===== src/ray_pkg.sv =====
// float words are carried raw with no arithmetic, and the request id field is fixed at 9 bits
`default_nettype none

package ray_pkg;

	localparam int RAY_ID_W_DEF = 9;
	localparam int FIFO_DEPTH_DEF = 2;

	// two traversal units, leaf cache, list unit
	localparam int N_CLIENTS = 4;
	localparam int RAY_WORDS = 6;

	typedef logic [31:0] ray_word_t;
	typedef logic [15:0] rs_tag_t;

	typedef struct packed {
		ray_word_t x;
		ray_word_t y;
		ray_word_t z;
	} ray_xyz_t;

	typedef struct packed {
		ray_xyz_t origin;
		ray_xyz_t dir;
	} ray_od_t;

	// words[0] is origin x, words[5] is direction z
	typedef union packed {
		ray_word_t [0:RAY_WORDS-1] words;
		ray_od_t                   fields;
	} ray_vec_u;

	typedef struct packed {
		logic [RAY_ID_W_DEF-1:0] id;
		rs_tag_t                 tag;
	} rs_req_t;

	typedef struct packed {
		rs_tag_t  tag;
		ray_vec_u vec;
	} rs_rsp_t;

	// bit i of each field belongs to client i
	typedef struct packed {
		logic [N_CLIENTS-1:0] take;
		logic [N_CLIENTS-1:0] port;
	} rs_grant_t;

endpackage

`default_nettype wire

===== src/ray_loader_wb.sv =====
// classic cycles only with one ack per strobe, and the master must drop stb after ack
`default_nettype none

module ray_loader_wb #(
	parameter int RAY_ID_W = ray_pkg::RAY_ID_W_DEF
) (
	input  wire logic        clk,
	input  wire logic        rst_n,
	input  wire logic        wb_cyc,
	input  wire logic        wb_stb,
	input  wire logic        wb_we,
	input  wire logic [2:0]  wb_adr,
	input  wire logic [31:0] wb_dat_w,
	output logic [31:0]      wb_dat_r,
	output logic             wb_ack,
	output logic             mem_we,
	output logic [RAY_ID_W-1:0] mem_waddr,
	output ray_pkg::ray_vec_u   mem_wdata
);

	localparam logic [2:0] COMMIT_ADR = 3'd6;

	logic              hit;
	logic              stage_sel;
	logic              commit;
	ray_pkg::ray_vec_u stage;

	// new access seen, ack not yet given
	assign hit = wb_cyc & wb_stb & ~wb_ack;
	assign stage_sel = (wb_adr < 3'(ray_pkg::RAY_WORDS));
	assign commit = hit & wb_we & (wb_adr == COMMIT_ADR);

	always_ff @(posedge clk or negedge rst_n) begin
		if (!rst_n) begin
			wb_ack <= 1'b0;
			mem_we <= 1'b0;
		end else begin
			wb_ack <= hit;
			mem_we <= commit;
		end
	end

	always_ff @(posedge clk) begin
		if (hit && wb_we && stage_sel) begin
			stage.words[wb_adr] <= wb_dat_w;
		end
		if (commit) begin
			mem_waddr <= wb_dat_w[RAY_ID_W-1:0];
		end
		if (hit) begin
			// only staging words read back
			wb_dat_r <= stage_sel ? stage.words[wb_adr] : '0;
		end
	end

	// staged vector is held steady through the write pulse
	assign mem_wdata = stage;

	a_ack_single: assert property (
		@(posedge clk) disable iff (!rst_n)
		wb_ack |=> !wb_ack
	);

endmodule

`default_nettype wire


===== config.mk =====
export PLATFORM = sky130hd
export DESIGN_NAME = ray_loader_wb
export DESIGN_NICKNAME = d
export VERILOG_FILES = /design/src/ray_pkg.sv /design/src/ray_loader_wb.sv
export SDC_FILE = /design/constraint.sdc
export NUM_CORES = 1
export LEC_CHECK = 0
export ABC_AREA = 1
export BUFFER_PORTS_ARGS = -buffer_cell sky130_fd_sc_hd__buf_2
export CORE_MARGIN = 8
export CORE_UTILIZATION = 50
export DETAILED_ROUTE_END_ITERATION = 6
export PLACE_DENSITY_LB_ADDON = 0.05
export SLEW_MARGIN = 20
export SYNTH_ARGS = -nofsm -noshare
export SYNTH_HDL_FRONTEND = slang
export SYNTH_SLANG_ARGS = --single-unit

===== constraint.sdc =====
create_clock -name clk -period 6.2 [get_ports clk]
set_clock_uncertainty 0.05 [all_clocks]
set_input_delay 0.31 -clock clk [delete_from_list [all_inputs] [get_ports clk]]
set_output_delay 0.31 -clock clk [all_outputs]
set_load 0.005 [all_outputs]

Word level (Yosys, flattened, before mapping):

Cells that the tools add are included.

* bits in registers: 235
* input bits: 40
* output and inout port bits: 235

* reduce and logical (&&, ||, !) cells: 3
* order comparisons: 3
* mux-type cells: 6
* bitwise logic cells: 6
* equal/unequal tests: 1

Operators with widths (count)
* bitwise mux 192 bit: 1
* binary-select mux 32 bit (select 3 bit): 1
* demux 32 bit (select 3 bit): 1
* 2-to-1 mux 32 bit: 3
* AND 1 bit: 4
* >= comparator 4 bit (second input constant): 1
* < comparator 4 x 1 -> 1 bit (second input constant): 1
* NOT 3 -> 4 bit: 1
* == test 3 bit (second input constant): 1
* logical AND 1 bit: 3
* < comparator 3 bit (second input constant): 1
* NOT 1 bit: 1

Depth between registers and ports, before layout:

* word-level depth: 6
* gate-level depth with buffers: 8

Least setup slack after synthesis:

No wires, ideal clock.

* kind: register to register
* start point: reg wb_ack
* end point: reg stage (netlist bit mem_wdata[128]), enable pin
* library setup time: 461 ps
* slack: 1074 ps
* cell stages (with the launch flop): 4
* data arrival time: 4615 ps
* clock period less this slack: 5126 ps
* required time: 5689 ps
* path through: dfrtp_1 -> nor2_1 -> nand2_1 -> nor3_1

* cells in the longest elaborated chain, start to end: 4

Ends and longest elaborated chain
* start: declaration: line ray_loader_wb.sv:15 `output logic wb_ack,`
* start signal: assignment: line ray_loader_wb.sv:38 `wb_ack <= hit;`
* NOT 1 bit: line ray_loader_wb.sv:29 `assign hit = wb_cyc & wb_stb & ~wb_ack;`
* AND 1 bit: line ray_loader_wb.sv:29
* named net hit: line ray_loader_wb.sv:23 `logic hit;`
* logical AND 1 bit (2 in series): line ray_loader_wb.sv:44 `if (hit && wb_we && stage_sel) begin`
* end: declaration: line ray_loader_wb.sv:26 `ray_pkg::ray_vec_u stage;`

The timed path passes the listed nets, and every way through them passes these cells.
A chain may end at the register's enable or synchronous reset.

Worst setup path after layout:

* start point: in wb_adr[0]
* end point: reg stage (netlist bit mem_wdata[127]), enable pin

* cells in the longest elaborated chain, start to end: 2

Ends and longest elaborated chain
* start: declaration: line ray_loader_wb.sv:12 `input wire logic [2:0] wb_adr,`
* < comparator 3 bit: line ray_loader_wb.sv:30 `assign stage_sel = (wb_adr < 3'(ray_pkg::RAY_WORDS));`
* logical AND 1 bit: line ray_loader_wb.sv:44

Every way passes these cells.

==> metrics.md <==
| Metric | Value |
|---|---|
| Power per Cell Area | `272 nW/µm²` |
| Logic pwr share | `4.8%` |
| Die Ht | `155 µm` |
| Critical-path top delay cell | `buf_4` |
| Crit-path leading delay family | `buffers and inverters` |
| Rows | `50` |
| Worst Setup SP | `wb_adr[0]` |
| Routed len/inst | `18.7 µm` |
| Worst Hold Class | `in -> reg` |
| Drt pass-1 iters | `5` |
| Number of synthesized register bits | `235` |
| Largest family of logic cells by synthesized area | `simple AND/OR/NAND/NOR gates` |
| Sw frac | `21.1%` |
| Synth Area in Adders | `0%` |
| Worst Path Max Fanout | `75` |
| Req. time, crit path | `6.35 ns` |
| Post-Syn Instances | `852` |
| Diode count | `0` |
| Max-slew headroom | `31.3%` |
| Critical-path cell list | `buf_4 -> inv_2 -> buf_4 -> nand3_4 -> nor2_4 -> buf_12` |
| CTS Buf Count | `25` |
| Root buffer cell | `clkbuf_16` |
| Clk buf depth | `3` |
| Initial antenna violation count | `0` |
| Post-synthesis simple-gate area fraction | `16.2%` |
| Synth area leaders | `edfxtp_1 73%, inv_1 8.4%, nand2_1 7.8%` |
| CTS tree | `built` |
| Peak Freq | `0.356 GHz` |
| Final setup vio count | `0` |
| All-Layer GR Usage | `21.8%` |
| Core footprint | `18800 µm²` |
| Die X | `155 µm` |
| Postcts setup bufs | `0` |
| PortBufs | `274` |
| Ports | `275` |
| Main flop type after synthesis | `edfxtp_1` |
| Crit end category | `flop` |
| Fraction of registers with async set/reset | `0.851%` |
| Clk network pwr share | `41.2%` |
| Hold WS | `0.0127 ns` |
| Max-cap violations | `0` |
| Crit-path max cell delay | `0.68 ns` |
| Dpl hpwl | `17400 µm` |
| Initial DRC Count | `480` |
| Sum Neg Setup Slack | `0 ns` |
| Most frequent CP cell | `buf_4` |
| Routability cong. | `0.816` |
| Int Power | `2.60 mW` |
| Crit Path Category | `in -> reg` |
| Vias in the first global route | `6850` |
| Residual DRC | `0` |
| Area leader, netlist | `edfxtp_1` |
| Post-synth EDFFs | `233` |
| Sw power | `0.696 mW` |
| Post-Syn Area | `9630 µm²` |
| FF-to-FF setup slack | `3.74 ns` |
| DIE AREA | `23900 µm²` |
| Clock-pin transition on the worst setup and hold timing paths | `0.06 ns` |
| Vias/cell | `4.78` |
| WP data arrival | `2.96 ns` |
| GRT overflow | `0` |
| Final Slew Violations | `0` |
| Post-synth top cells | `233 x edfxtp_1, 216 x inv_1, 201 x nand2_1` |
| Origin of the critical flop-to-flop path | `wb_ack` |
| First-pass GRT wire length | `39900 µm` |
| Final hold violation count | `0` |
| Pin count of the biggest net entering global routing | `76` |
| Post-synth top area share | `72.7%` |
| Synthesized Nets | `892` |
| H-tree depth | `1` |
| Synth cell types | `19` |
| Starting Density | `51.1%` |
| Post-Synth XOR/XNOR Area | `0%` |
| Most frequent cell after synthesis | `edfxtp_1` |
| Slew at the pin with the worst max-slew slack | `1.03 ns` |
| Minimum clock period after layout | `2.81 ns` |
| Multiplexer area fraction after synthesis | `0%` |
| RSZ-0062 raised after global routing | `no` |
| Outcome | `finished clean` |
| Layout cells sized above 1 | `28.4%` |
| Worst path buffer plus inverter count | `4` |
| Sequential share of power | `54.0%` |
| Leakage power | `5.67 nW` |
| Sequential fraction of the synthesis area | `73.2%` |
| Yosys warns | `0` |
| Peak VDD IR | `202 µV` |
| Skew-Pair Late Insertion Delay | `0.51 ns` |
| Area Overhead vs Synth | `25.7%` |
| Final #Nets | `1180` |
| Startpoint types | `input port` |
| WL final | `26500 µm` |
| Antenna Violating Nets Remaining | `0` |
| Clk sinks | `235` |
| Fin crit share | `45.3%` |
| Mean Syn Cell Area | `11.3 µm²` |
| Synth Area in Compound Gates | `0%` |
| Via count | `6775` |
| Worst Hold Launch | `wb_dat_w[9]` |
-- path summary, 6_finish.rpt --
| path | end | depth (start not counted) |
|---|---|---|
| hold / removal | mem_wdata[105] | 1 |
| max in group asynchronous | wb_ack | 2 |
| setup / recovery | mem_wdata[127] | 6 |
| setup reg to reg | mem_wdata[23] | 4 |
| min in group asynchronous | mem_we | 2 |
| hold reg to reg | wb_dat_r[8] | 4 |
-- sequential cells by signal, indices dropped and copies added (netlist names) --
| name | count |
|---|---|
| mem_waddr | 9 |
| mem_wdata | 192 |
| mem_we | 1 |
| wb_ack | 1 |
| wb_dat_r | 32 |
-- worst reg2reg max path, delay by kind of cell, from the launching register on --
family                 cells  cell delay (ns)
flip-flops                 1             0.40
buffers and inverters      1             0.44
AND/OR/NAND/NOR            3             1.23
-- metal layers --
metal	vias up	wire length, µm	global-route usage (%)	part of all wire [%]
met5	-	0	0	0
met4	0	690	5.83	2.6
met3	47	2710	5.85	10
met2	339	12900	37.2	49
met1	3132	10200	26.8	39
li1	3257	-	-	-
-- power by group through the flow --
stage	Combinational, mW	Clock (mW)	Sequential [mW]
2_1_floorplan	0.0823	0	1.81
3_3_place_gp	0.152	0	1.81
3_5_place_dp	0.156	0	1.81
4_1_cts	0.161	1.38	1.78
5_1_grt	0.178	1.44	1.78
6_report	0.158	1.36	1.78
-- cells by family (layout without fill, tap and decap cells) --
family / after synthesis / in the layout
DFF: 235 / 235
buffers and inverters: 250 / 556
and+or+nand+nor: 367 / 367
-- metrics by stage --
stage / cells / instance area [µm²] / power (mW) / util, % / setup WS (ns)
2_1_floorplan: 852 / 9630 / 1.90 / - / 1.07
3_3_place_gp: 1363 / 11200 / 1.96 / 59.6 / 2.59
3_5_place_dp: 1363 / 11200 / 1.97 / 59.6 / 2.50
4_1_cts: 1416 / 12100 / 3.32 / 64.0 / 3.04
5_1_grt: 1418 / 12100 / 3.39 / 64.2 / 3.18
6_report: 1418 / 12100 / 3.29 / 64.2 / 3.39
-- layout by cell type (no fill, tap or decap) --
master	synthesis	routed
buf_4	10	7
dlygate4sd3_1	0	8
inv_8	0	1
inv_1	216	216
nor2_4	1	4
nor3_4	0	2
clkinv_1	1	6
nand2_1	201	201
edfxtp_1	233	233
inv_2	3	3
clkbuf_8	0	3
buf_2	15	273
buf_16	0	1
buf_12	0	1
nor3_2	2	2
nand3_1	65	65
clkbuf_1	1	8
nor2_1	79	76
inv_4	1	1
clkbuf_16	0	25
nand4_1	14	14
dfrtp_1	2	2
nand3_4	2	2
nor2_8	1	1
clkinv_2	0	3
-- repair_timing --
item | in CTS | in global routing
setup endpoints to repair | 0 | 0
endpoints found under the hold margin | 39 | 0
resized for setup | 0 | 0
hold buffers | 8 | 0
-- cell type report --
class	count	area (µm²)
sequential	235	7050
fill	1503	6730
multi-input combinational	367	1610
timing repair buffer	290	1550
inverter	221	832
clock buffer	36	697
tap	260	325
clock inverter	9	45.0
(Power assumes the default switching activity.)
