### src/ray_pkg.sv
// float words are carried raw with no arithmetic, and the request id field is fixed at 9 bits
`default_nettype none

package ray_pkg;

	localparam int RAY_ID_W_DEF = 9;
	localparam int FIFO_DEPTH_DEF = 2;

	// two traversal units, leaf cache, list unit
	localparam int N_CLIENTS = 4;
	localparam int RAY_WORDS = 6;

	typedef logic [31:0] ray_word_t;
	typedef logic [15:0] rs_tag_t;

	typedef struct packed {
		ray_word_t x;
		ray_word_t y;
		ray_word_t z;
	} ray_xyz_t;

	typedef struct packed {
		ray_xyz_t origin;
		ray_xyz_t dir;
	} ray_od_t;

	// words[0] is origin x, words[5] is direction z
	typedef union packed {
		ray_word_t [0:RAY_WORDS-1] words;
		ray_od_t                   fields;
	} ray_vec_u;

	typedef struct packed {
		logic [RAY_ID_W_DEF-1:0] id;
		rs_tag_t                 tag;
	} rs_req_t;

	typedef struct packed {
		rs_tag_t  tag;
		ray_vec_u vec;
	} rs_rsp_t;

	// bit i of each field belongs to client i
	typedef struct packed {
		logic [N_CLIENTS-1:0] take;
		logic [N_CLIENTS-1:0] port;
	} rs_grant_t;

endpackage

`default_nettype wire
### src/client_pipe.sv
// fixed two-edge path from grant to FIFO write, and full is conservative since it ignores a same-cycle pop
`default_nettype none

module client_pipe #(
	parameter int FIFO_DEPTH = ray_pkg::FIFO_DEPTH_DEF,
	parameter int RAY_ID_W = ray_pkg::RAY_ID_W_DEF
) (
	input  wire logic              clk,
	input  wire logic              rst_n,
	input  wire logic              take,
	input  wire logic              port,
	input  wire ray_pkg::rs_tag_t  req_tag,
	input  wire ray_pkg::ray_vec_u q_a,
	input  wire ray_pkg::ray_vec_u q_b,
	input  wire logic              rsp_stall,
	output logic                   full,
	output ray_pkg::rs_rsp_t       rsp,
	output logic                   rsp_valid
);

	localparam int PTR_W = (FIFO_DEPTH > 1) ? $clog2(FIFO_DEPTH) : 1;
	localparam int CNT_W = $clog2(FIFO_DEPTH + 3);

	// s1 lines up with the memory address register, s2 with q
	logic             s1_take;
	logic             s2_take;
	logic             s1_port;
	logic             s2_port;
	ray_pkg::rs_tag_t s1_tag;
	ray_pkg::rs_tag_t s2_tag;

	ray_pkg::rs_rsp_t fifo_mem [FIFO_DEPTH];
	ray_pkg::rs_rsp_t wr_data;
	logic [PTR_W-1:0] wr_ptr;
	logic [PTR_W-1:0] rd_ptr;
	logic [CNT_W-1:0] count;
	logic [CNT_W-1:0] in_use;
	logic             push;
	logic             pop;

	always_ff @(posedge clk or negedge rst_n) begin
		if (!rst_n) begin
			s1_take <= 1'b0;
			s2_take <= 1'b0;
		end else begin
			s1_take <= take;
			s2_take <= s1_take;
		end
	end

	always_ff @(posedge clk) begin
		s1_port <= port;
		s1_tag <= req_tag;
		s2_port <= s1_port;
		s2_tag <= s1_tag;
	end

	assign wr_data.tag = s2_tag;
	assign wr_data.vec = s2_port ? q_b : q_a;

	assign push = s2_take;
	assign pop = rsp_valid & ~rsp_stall;

	always_ff @(posedge clk) begin
		if (push) begin
			fifo_mem[wr_ptr] <= wr_data;
		end
	end

	always_ff @(posedge clk or negedge rst_n) begin
		if (!rst_n) begin
			wr_ptr <= '0;
			rd_ptr <= '0;
			count <= '0;
		end else begin
			if (push) begin
				wr_ptr <= (wr_ptr == PTR_W'(FIFO_DEPTH - 1)) ? '0 : wr_ptr + 1'b1;
			end
			if (pop) begin
				rd_ptr <= (rd_ptr == PTR_W'(FIFO_DEPTH - 1)) ? '0 : rd_ptr + 1'b1;
			end
			count <= count + CNT_W'(push) - CNT_W'(pop);
		end
	end

	assign rsp = fifo_mem[rd_ptr];
	assign rsp_valid = (count != '0);

	// stored entries plus reads still in flight
	assign in_use = count + CNT_W'(s1_take) + CNT_W'(s2_take);
	assign full = (in_use >= CNT_W'(FIFO_DEPTH));

	// request id travels in the fixed-width request field
	initial begin
		assert (RAY_ID_W <= ray_pkg::RAY_ID_W_DEF)
			else $fatal(1, "ray id width exceeds the request field");
	end

	// arbiter must respect full two edges earlier
	a_no_overflow: assert property (
		@(posedge clk) disable iff (!rst_n)
		push |-> (count < CNT_W'(FIFO_DEPTH)) || pop
	);

endmodule

`default_nettype wire

### config.mk
export PLATFORM = sky130hd
export DESIGN_NAME = client_pipe
export DESIGN_NICKNAME = d
export VERILOG_FILES = /design/src/ray_pkg.sv /design/src/client_pipe.sv
export SDC_FILE = /design/constraint.sdc
export NUM_CORES = 1
export LEC_CHECK = 0
export ABC_AREA = 1
export BUFFER_PORTS_ARGS = -buffer_cell sky130_fd_sc_hd__buf_2
export CAP_MARGIN = 5
export CORE_AREA = 2 2 240 242
export DETAILED_ROUTE_END_ITERATION = 7
export DIE_AREA = 0 0 242 244
export PLACE_DENSITY_LB_ADDON = 0.25
export SLEW_MARGIN = 20
export SYNTH_ARGS = -nofsm -noshare
export SYNTH_HDL_FRONTEND = slang
export SYNTH_SLANG_ARGS = --single-unit
### constraint.sdc
create_clock -name clk -period 22.8 [get_ports clk]
set_clock_uncertainty 0.05 [all_clocks]
set_input_delay 4.56 -clock clk [delete_from_list [all_inputs] [get_ports clk]]
set_output_delay 4.56 -clock clk [all_outputs]
set_load 0.05 [all_outputs]
== Word-level counts from Yosys, hierarchy flattened ==
Memories as Yosys holds them, arrays and structs flattened.
Cells that the tools add are included.
Word-level totals
  bits in writable memories: 416
  output and inout bits: 210
  bits in registers: 41
  input port bits: 405
  memories: 1
  logic and storage cells: 25
Memories
  fifo_mem: depth 2, bits a word 208, rd ports 1, clocked after memory_dff 0, wr ports 1, RTL line client_pipe.sv:32  | ray_pkg::rs_rsp_t fifo_mem [FIFO_DEPTH];
Operators by class
  reduce and logical (&&, ||, !) cells: 1
  $lt $le $gt $ge: 1
  add/subtract/negate cells: 6
  mux-type cells: 5
  bitwise logic cells: 2
Operator list (number)
  192-bit 2-to-1 mux: 1
  3-bit by 1-bit adder with 3-bit output: 3
  1-bit 2-to-1 mux: 4
  3-bit by 2-bit greater-or-equal comparator with 1-bit output, second input constant: 1
  3-bit nonzero test: 1
  3-bit by 1-bit subtractor with 3-bit output: 1
  1-bit adder, second input constant: 2
  1-bit AND: 1
  1-bit inverter: 1

== Logic depth before layout (Yosys ltp) ==
Gate-level depths: netlist (run 1).
  word-level depth: 3
  depth in mapped cells: 12
  mapped depth without buffers: 12

== Worst setup path after synthesis (run 1) ==
OpenSTA, ideal clock, no wires.
  path type: reg-to-reg
  from: register s2_take (netlist: push)
  to: memory fifo_mem[0][0] (netlist bit) (enable)
  arrival: 9.098 ns
  library setup time: 0.781 ns
  clock period less this slack: 9.929 ns
  data required time: 21.969 ns
  slack: 12.871 ns
  path buffers: 0
  stages on the path, launching flop included: 3
  cell sequence: dfrtp_1 > inv_1 > nor2_1
Between the ends
  word-level cells in the longest chain between the ends: 2
Ends and longest elaborated chain
  start, declared: RTL line client_pipe.sv:26  | logic s2_take;
  start signal, assigned: RTL line client_pipe.sv:47  | s2_take <= s1_take;
  1-bit 2-to-1 mux: RTL line client_pipe.sv:65  | if (push) begin
  1-bit 2-to-1 mux (not written as such): RTL line client_pipe.sv:66  | fifo_mem[wr_ptr] <= wr_data;
  end, declared: RTL line client_pipe.sv:32
No other way between the ends.

==> results.sh, run 1 <==
export IMPL_fp_dieW_um=242
export IMPL_combined_buffer_and_inverter_count_along_the_critical_path=3
export IMPL_multiInputGateArea_sq_mm=0.00467
export IMPL_mappedNetlistNets=1783
export IMPL_register_area_sq_mm=0.0134
export IMPL_cts_tree="done"
export IMPL_setup_worst_path_class="reg -> out"
export IMPL_tritoncts_num_sinks=457
export IMPL_max_slew_worst_pin_slew_ps=1040
export IMPL_slew_headroom=0.304
export IMPL_yosys_area_top_type_share=0.674
export IMPL_setup_worst_path_start_class="flip-flop"
export IMPL_initial_utilization=0.330
export IMPL_number_of_cells_in_the_finished_layout_apart_from_fillers=2777
export IMPL_finalWirelength_um=46500
export IMPL_setup_tns_final_ps=0
export IMPL_synth_top_cells_by_area="sky130_fd_sc_hd__edfxtp_1, sky130_fd_sc_hd__nand2_1, sky130_fd_sc_hd__mux2_2"
export IMPL_cell_count_after_placement=2686
export IMPL_yosysTopAreaCell="sky130_fd_sc_hd__edfxtp_1"
export IMPL_cts_reportedPaths_clkPinSlew_ps=60
export IMPL_post_route_period_util=0.353
export IMPL_grt_total_usage=0.151
export IMPL_via_per_inst=4.38
export IMPL_worst_slack_ps=14740
export IMPL_synth_ff_type="sky130_fd_sc_hd__edfxtp_1"
export IMPL_worstPathCellList="inv_6 > buf_4 > nand2_1 > nand2_1 > buf_2"
export IMPL_netSwitchingPower_w=0.00151
export IMPL_finish_net_count=2391
export IMPL_maxCapViolCount=0
export IMPL_data_required_critical_path_ps=18190
export IMPL_comb_power_share=0.423
export IMPL_cp_slowest_cell="sky130_fd_sc_hd__buf_4"
export IMPL_post_synth_cell_area_avg_sq_um=13.5
export IMPL_detailedPlace_worstSlack_ps=15200
export IMPL_report_final_hold_viol_count=0
export IMPL_post_route_cells_drive_above_1_share=0.441
export IMPL_status="completed"
export IMPL_ys_top_cells_by_count="sky130_fd_sc_hd__nand2_1, sky130_fd_sc_hd__edfxtp_1, sky130_fd_sc_hd__mux2_2"
export IMPL_synth_seq_area_share=0.720
export IMPL_number_of_synthesized_flops_with_an_enable_pin=416
export IMPL_synthesis_instances=1373
export IMPL_timing_critical_path_to_type="output pin"
export IMPL_post_dp_hpwl_um=32000
export IMPL_final_period_minus_worst_setup_slack_ps=8060
export IMPL_detail_route_iter0_violations=612
export IMPL_critPathMaxStageDelay_ps=870
export IMPL_synth_yosys_warnings=0
export IMPL_buffer_ports_inserted=614
export IMPL_cts_inserted_buffers=48
export IMPL_timing_max_transition_violations_final=0
export IMPL_maximum_number_of_pins_on_one_net_before_global_route_repair=141
export IMPL_p_leak_nw=10.3
export IMPL_router_iterations_before_antenna_repair=5
export IMPL_post_synthesis_sequential_element_count=457
export IMPL_cts_hold_repair_buffers=0
export IMPL_worst_skew_pair_late_latency_ps=560
export IMPL_vias=12200
export IMPL_worst_vdd_rail_ir_drop_mv=0.0683
export IMPL_fillers=5311
export IMPL_design_power_total_w=0.00336
export IMPL_power_frac_clock=0.233
export IMPL_num_rows=87
export IMPL_path_max_fanout=124
export IMPL_power_switching_fraction=0.448
export IMPL_register_share_of_total_power=0.344
export IMPL_power_density_over_cell_area_mw_per_mm2=141
export IMPL_area_growth_synth_to_final_pct=28.3
export IMPL_clock_path_buffers=3
export IMPL_die_area_sq_mm=0.0590
export IMPL_finalWeightedCongestion=0.872
export IMPL_critical_path_most_common_cell="sky130_fd_sc_hd__nand2_1"
export IMPL_htreeDepth=2
export IMPL_drc_errors=0
export IMPL_core_area_sq_mm=0.0562
export IMPL_family_of_cells_with_the_greatest_summed_delay_on_the_critical_path="buffers and inverters"
export IMPL_postCtsSetupBuffers=0
export IMPL_min_path_type="reg -> reg"
export IMPL_synth_distinct_cells=20
export IMPL_internal_power_w=0.00186
export IMPL_routedWlPerCell_um=16.7
export IMPL_die_h_um=244
export IMPL_yosys_cell_count_top_type="sky130_fd_sc_hd__nand2_1"
export IMPL_postRouteAntennaNets=0
export IMPL_synthesis_area_sq_mm=0.0185
export IMPL_fin_worst_hold_slack_ps=273
export IMPL_finalSetupViolations=0
export IMPL_critical_path_arrival_ps=3450
export IMPL_cts_root_buffer="sky130_fd_sc_hd__clkbuf_16"
export IMPL_antenna_found_initial=4
export IMPL_ios=615
export IMPL_via_count_of_the_first_global_routing_pass=12200
export IMPL_gr_total_overflow=0
export IMPL_fmaxAchievable_mhz=124
export IMPL_synth_async_sr_flop_share=0.0153
export IMPL_cts_repair_resized=0
export IMPL_grt_pass1_wl_um=68800
export IMPL_rsz0062_at_grt="no"
## sequential cells by signal (all words and copies together), names as in the netlist
signal	flops
s2_port	1
wr_ptr	1
push	1
count	3
s1_take	1
rd_ptr	1
s2_tag	16
s1_tag	16
s1_port	1
fifo_mem	416
## layer usage
| layer | vias up | track usage | wire (um) |
|---|---|---|---|
| li1 | 5947 | - | - |
| met1 | 5682 | 0.179 | 18400 |
| met5 | - | 0 | 16 |
| met4 | 2 | 0.0505 | 1250 |
| met2 | 444 | 0.265 | 23300 |
| met3 | 81 | 0.0420 | 3500 |
## worst register-to-register path, cell delays in order, from the launching register on
cell and delay, ps:
sky130_fd_sc_hd__dfxtp_4 840, sky130_fd_sc_hd__buf_4 780, sky130_fd_sc_hd__mux2_2 600
## cells by family (layout without fill, tap and decap cells)
family                     Yosys count  after routing  synth area share
AOI/OAI and AO/OA                    3              3          0.000944
buffers and inverters               78            723            0.0286
other                                0              3                 0
xor gates and xnor gates             3              3           0.00142
adders and majority gates            5              5           0.00378
DFF                                457            457             0.720
muxes                              192            192             0.117
and+or+nand+nor                    635            635             0.129
## power groups by stage
stage / registers (W) / logic (W) / clock network [W]
3_3_place_gp: 0.00117 / 0.00144 / 0
4_1_cts: 0.00116 / 0.00144 / 0.000807
2_1_floorplan: 0.00119 / 0.00108 / 0
6_report: 0.00116 / 0.00142 / 0.000784
5_1_grt: 0.00117 / 0.00152 / 0.000838
3_5_place_dp: 0.00118 / 0.00144 / 0
## through the flow
step,instance area [sq um],util
final,23800,0.424
after floorplan,18500,-
after detailed placement,22200,0.395
after global routing,23800,0.424
after CTS,23800,0.423
after global placement,22200,0.395
## cells in the final DEF, fill, tap and decap left out, drive strengths merged
cell type,Yosys,routed
inv,11,13
dfrtp,7,7
a21o,1,1
clkinvlp,0,2
clkbuf,3,55
diode,0,3
buf,64,625
o21ai,1,1
xor2,2,2
xnor2,1,1
fa,1,1
bufinv,0,7
dfxtp,34,34
mux2,192,192
a21oi,1,1
edfxtp,416,416
ha,4,4
clkinv,0,21
nand2,632,632
nand3,1,1
nor2,2,2
## worst paths after layout
kind | start | to | slack [ps] | cells past startpoint
worst max-delay path | rd_ptr | rsp[138] | 14740 | 5
worst min-delay path | s1_tag[11] | s2_tag[11] | 270 | 0
worst max register to register | s2_port | fifo_mem[1][178] | 20260 | 2
worst min register to register | s1_tag[11] | s2_tag[11] | 270 | 0
max in group asynchronous | rst_n | rd_ptr | 18750 | 1
min in group asynchronous | rst_n | s1_take | 3770 | 1
## area by class of cell
type / instances / area share
repair buffers: 625 / 0.133
well taps: 756 / 0.0398
diodes: 3 / 0.000316
clock inverters: 32 / 0.0142
multi-input cells: 838 / 0.196
flip-flops and latches: 457 / 0.561
clock buffers: 55 / 0.0525
inverters: 11 / 0.00226
No activity file was read; power rests on OpenSTA's default activity.
==> inputs of run 2 (changes only) <==
--- a/config.mk
+++ b/config.mk
@@ -8,9 +8,9 @@
 export ABC_AREA = 1
 export BUFFER_PORTS_ARGS = -buffer_cell sky130_fd_sc_hd__buf_2
 export CAP_MARGIN = 5
-export CORE_AREA = 2 2 240 242
+export CORE_AREA = 2 2 238 240
 export DETAILED_ROUTE_END_ITERATION = 7
-export DIE_AREA = 0 0 242 244
+export DIE_AREA = 0 0 240 242
 export PLACE_DENSITY_LB_ADDON = 0.25
 export SLEW_MARGIN = 20
 export SYNTH_ARGS = -nofsm -noshare
==> constraint.sdc (replaced) <==
create_clock -name clk -period 7.9 [get_ports clk]
set_clock_uncertainty 0.05 [all_clocks]
set_input_delay 1.58 -clock clk [delete_from_list [all_inputs] [get_ports clk]]
set_output_delay 1.58 -clock clk [all_outputs]
set_load 0.05 [all_outputs]
==> results.sh, run 2 (synthesized netlist as in run 1, its figures left out) <==
export IMPL_status="completed"
export IMPL_register_with_the_most_flip_flops="fifo_mem"
export IMPL_cts_inserted_buffers=47
export IMPL_gr_total_overflow=0
export IMPL_fillers=5213
export IMPL_path_max_fanout=57
export IMPL_post_dp_hpwl_um=31500
export IMPL_setup_worst_path_class="reg -> out"
export IMPL_clock_path_buffers=3
export IMPL_worst_skew_pair_late_latency_ps=560
export IMPL_top_regs="fifo_mem (416), s1_tag (16), s2_tag (16)"
export IMPL_router_iterations_before_antenna_repair=5
export IMPL_slew_headroom=0.333
export IMPL_min_path_type="reg -> reg"
export IMPL_post_route_period_util=0.573
export IMPL_ios=615
export IMPL_fp_dieW_um=240
export IMPL_cts_reportedPaths_clkPinSlew_ps=60
export IMPL_drc_errors=0
export IMPL_cts_hold_repair_buffers=0
export IMPL_htreeDepth=2
export IMPL_rsz0062_at_grt="no"
export IMPL_family_of_cells_with_the_greatest_summed_delay_on_the_critical_path="buffers and inverters"
export IMPL_max_slew_worst_pin_slew_ps=1000
export IMPL_finalWirelength_um=45100
export IMPL_via_count_of_the_first_global_routing_pass=11600
export IMPL_die_area_sq_mm=0.0581
export IMPL_postCtsSetupBuffers=0
export IMPL_initial_utilization=0.333
export IMPL_grt_pass1_wl_um=65700
export IMPL_antenna_found_initial=2
export IMPL_report_final_hold_viol_count=0
export IMPL_num_rows=87
export IMPL_tritoncts_num_sinks=457
export IMPL_post_route_cells_drive_above_1_share=0.441
export IMPL_combined_buffer_and_inverter_count_along_the_critical_path=3
export IMPL_diodes=0
export IMPL_finalWeightedCongestion=0.783
export IMPL_finalSetupViolations=0
export IMPL_cp_slowest_cell="sky130_fd_sc_hd__dfrtp_4"
export IMPL_p_leak_nw=10.2
export IMPL_area_growth_synth_to_final_pct=27.6
export IMPL_final_cell_mix="sky130_fd_sc_hd__nand2_1, sky130_fd_sc_hd__buf_2, sky130_fd_sc_hd__edfxtp_1, sky130_fd_sc_hd__mux2_2, sky130_fd_sc_hd__clkbuf_16"
export IMPL_maxCapViolCount=0
export IMPL_postRouteAntennaNets=0
export IMPL_power_density_over_cell_area_mw_per_mm2=401
export IMPL_cts_tree="done"
export IMPL_timing_critical_path_to_type="output pin"
export IMPL_fmaxAchievable_mhz=221
export IMPL_worst_vdd_rail_ir_drop_mv=0.206
export IMPL_vias=12000
export IMPL_via_per_inst=4.33
export IMPL_die_h_um=242
export IMPL_cts_repair_resized=0
export IMPL_data_required_critical_path_ps=6270
export IMPL_detail_route_iter0_violations=597
export IMPL_timing_max_transition_violations_final=0
export IMPL_final_period_minus_worst_setup_slack_ps=4520
export IMPL_setup_worst_path_start_class="flip-flop"
export IMPL_core_area_sq_mm=0.0557
export IMPL_maximum_number_of_pins_on_one_net_before_global_route_repair=113
export IMPL_critPathMaxStageDelay_ps=690
export IMPL_worst_slack_ps=3380
export IMPL_grt_total_usage=0.147
export IMPL_buffer_ports_inserted=614
export IMPL_routedWlPerCell_um=16.3
export IMPL_largest_register_ff_count=416
export IMPL_detailedPlace_worstSlack_ps=3820
export IMPL_setup_tns_final_ps=0
export IMPL_cts_root_buffer="sky130_fd_sc_hd__clkbuf_16"
export IMPL_layout_cells_most_common="sky130_fd_sc_hd__nand2_1"
export IMPL_finish_net_count=2391
export IMPL_critical_path_arrival_ps=2890
export IMPL_worstPathCellList="buf_4 > buf_4 > nand2_1 > nand2_1 > buf_2"
[run 2: cell types whose count changed in the layout (fill, tap and decap cells not counted), sizes merged]
cell,previous run,this run
buf,625,626
diode,3,0
bufinv,7,2
clkinv,21,16
clkbuf,55,64
clkinvlp,2,1
inv,13,14
[run 2: per-stage QoR]
step,cells,hold WS (ps),total power (W),util,instance area (sq um)
after floorplan,1373,260,0.00651,-,18500
after global placement,2688,260,0.00751,0.398,22200
after detailed placement,2688,262,0.00754,0.398,22200
after CTS,2774,274,0.00965,0.425,23700
after global routing,2774,281,0.00996,0.425,23700
final,2774,274,0.00950,0.425,23700
[run 2: cell type report]
type	count	area, sq um	share of cell area
sequential	457	13400	0.564
multi-input combinational	838	4670	0.197
timing repair buffer	626	3180	0.134
clock buffer	64	1280	0.0541
tap	756	946	0.0400
clock inverter	22	180	0.00762
inverter	11	53.8	0.00227
[run 2: worst reg2reg max path: stages, from the launching register on]
cell and delay (ps):
sky130_fd_sc_hd__dfrtp_1 400, sky130_fd_sc_hd__inv_1 100, sky130_fd_sc_hd__nor2_4 90, sky130_fd_sc_hd__buf_4 480
sky130_fd_sc_hd__buf_4 870
[run 2: path summary, 6_finish.rpt]
path	slack, ps	end	startpoint	cells after the start
max	3380	rsp[143]	rd_ptr	5
min	270	s2_tag[15]	s1_tag[15]	0
max reg2reg	5430	fifo_mem[0][125]	push	4
min reg2reg	270	s2_tag[15]	s1_tag[15]	0
max in group asynchronous	6780	rd_ptr	rst_n	1
min in group asynchronous	820	rd_ptr	rst_n	1
[run 2: report_power, final]
group          internal (W)  total (W)  switching (W)
Clock               0.00121    0.00208       0.000877
Sequential          0.00319    0.00333       0.000142
Combinational      0.000803    0.00408        0.00328
Total               0.00520    0.00950        0.00430
[run 2: metal layers]
layer | wire length (um) | track usage | up-vias
met5 | 0 | 0 | -
met4 | 987 | 0.0473 | 0
met3 | 2960 | 0.0307 | 60
met2 | 22400 | 0.257 | 420
met1 | 18700 | 0.182 | 5588
li1 | - | - | 5939
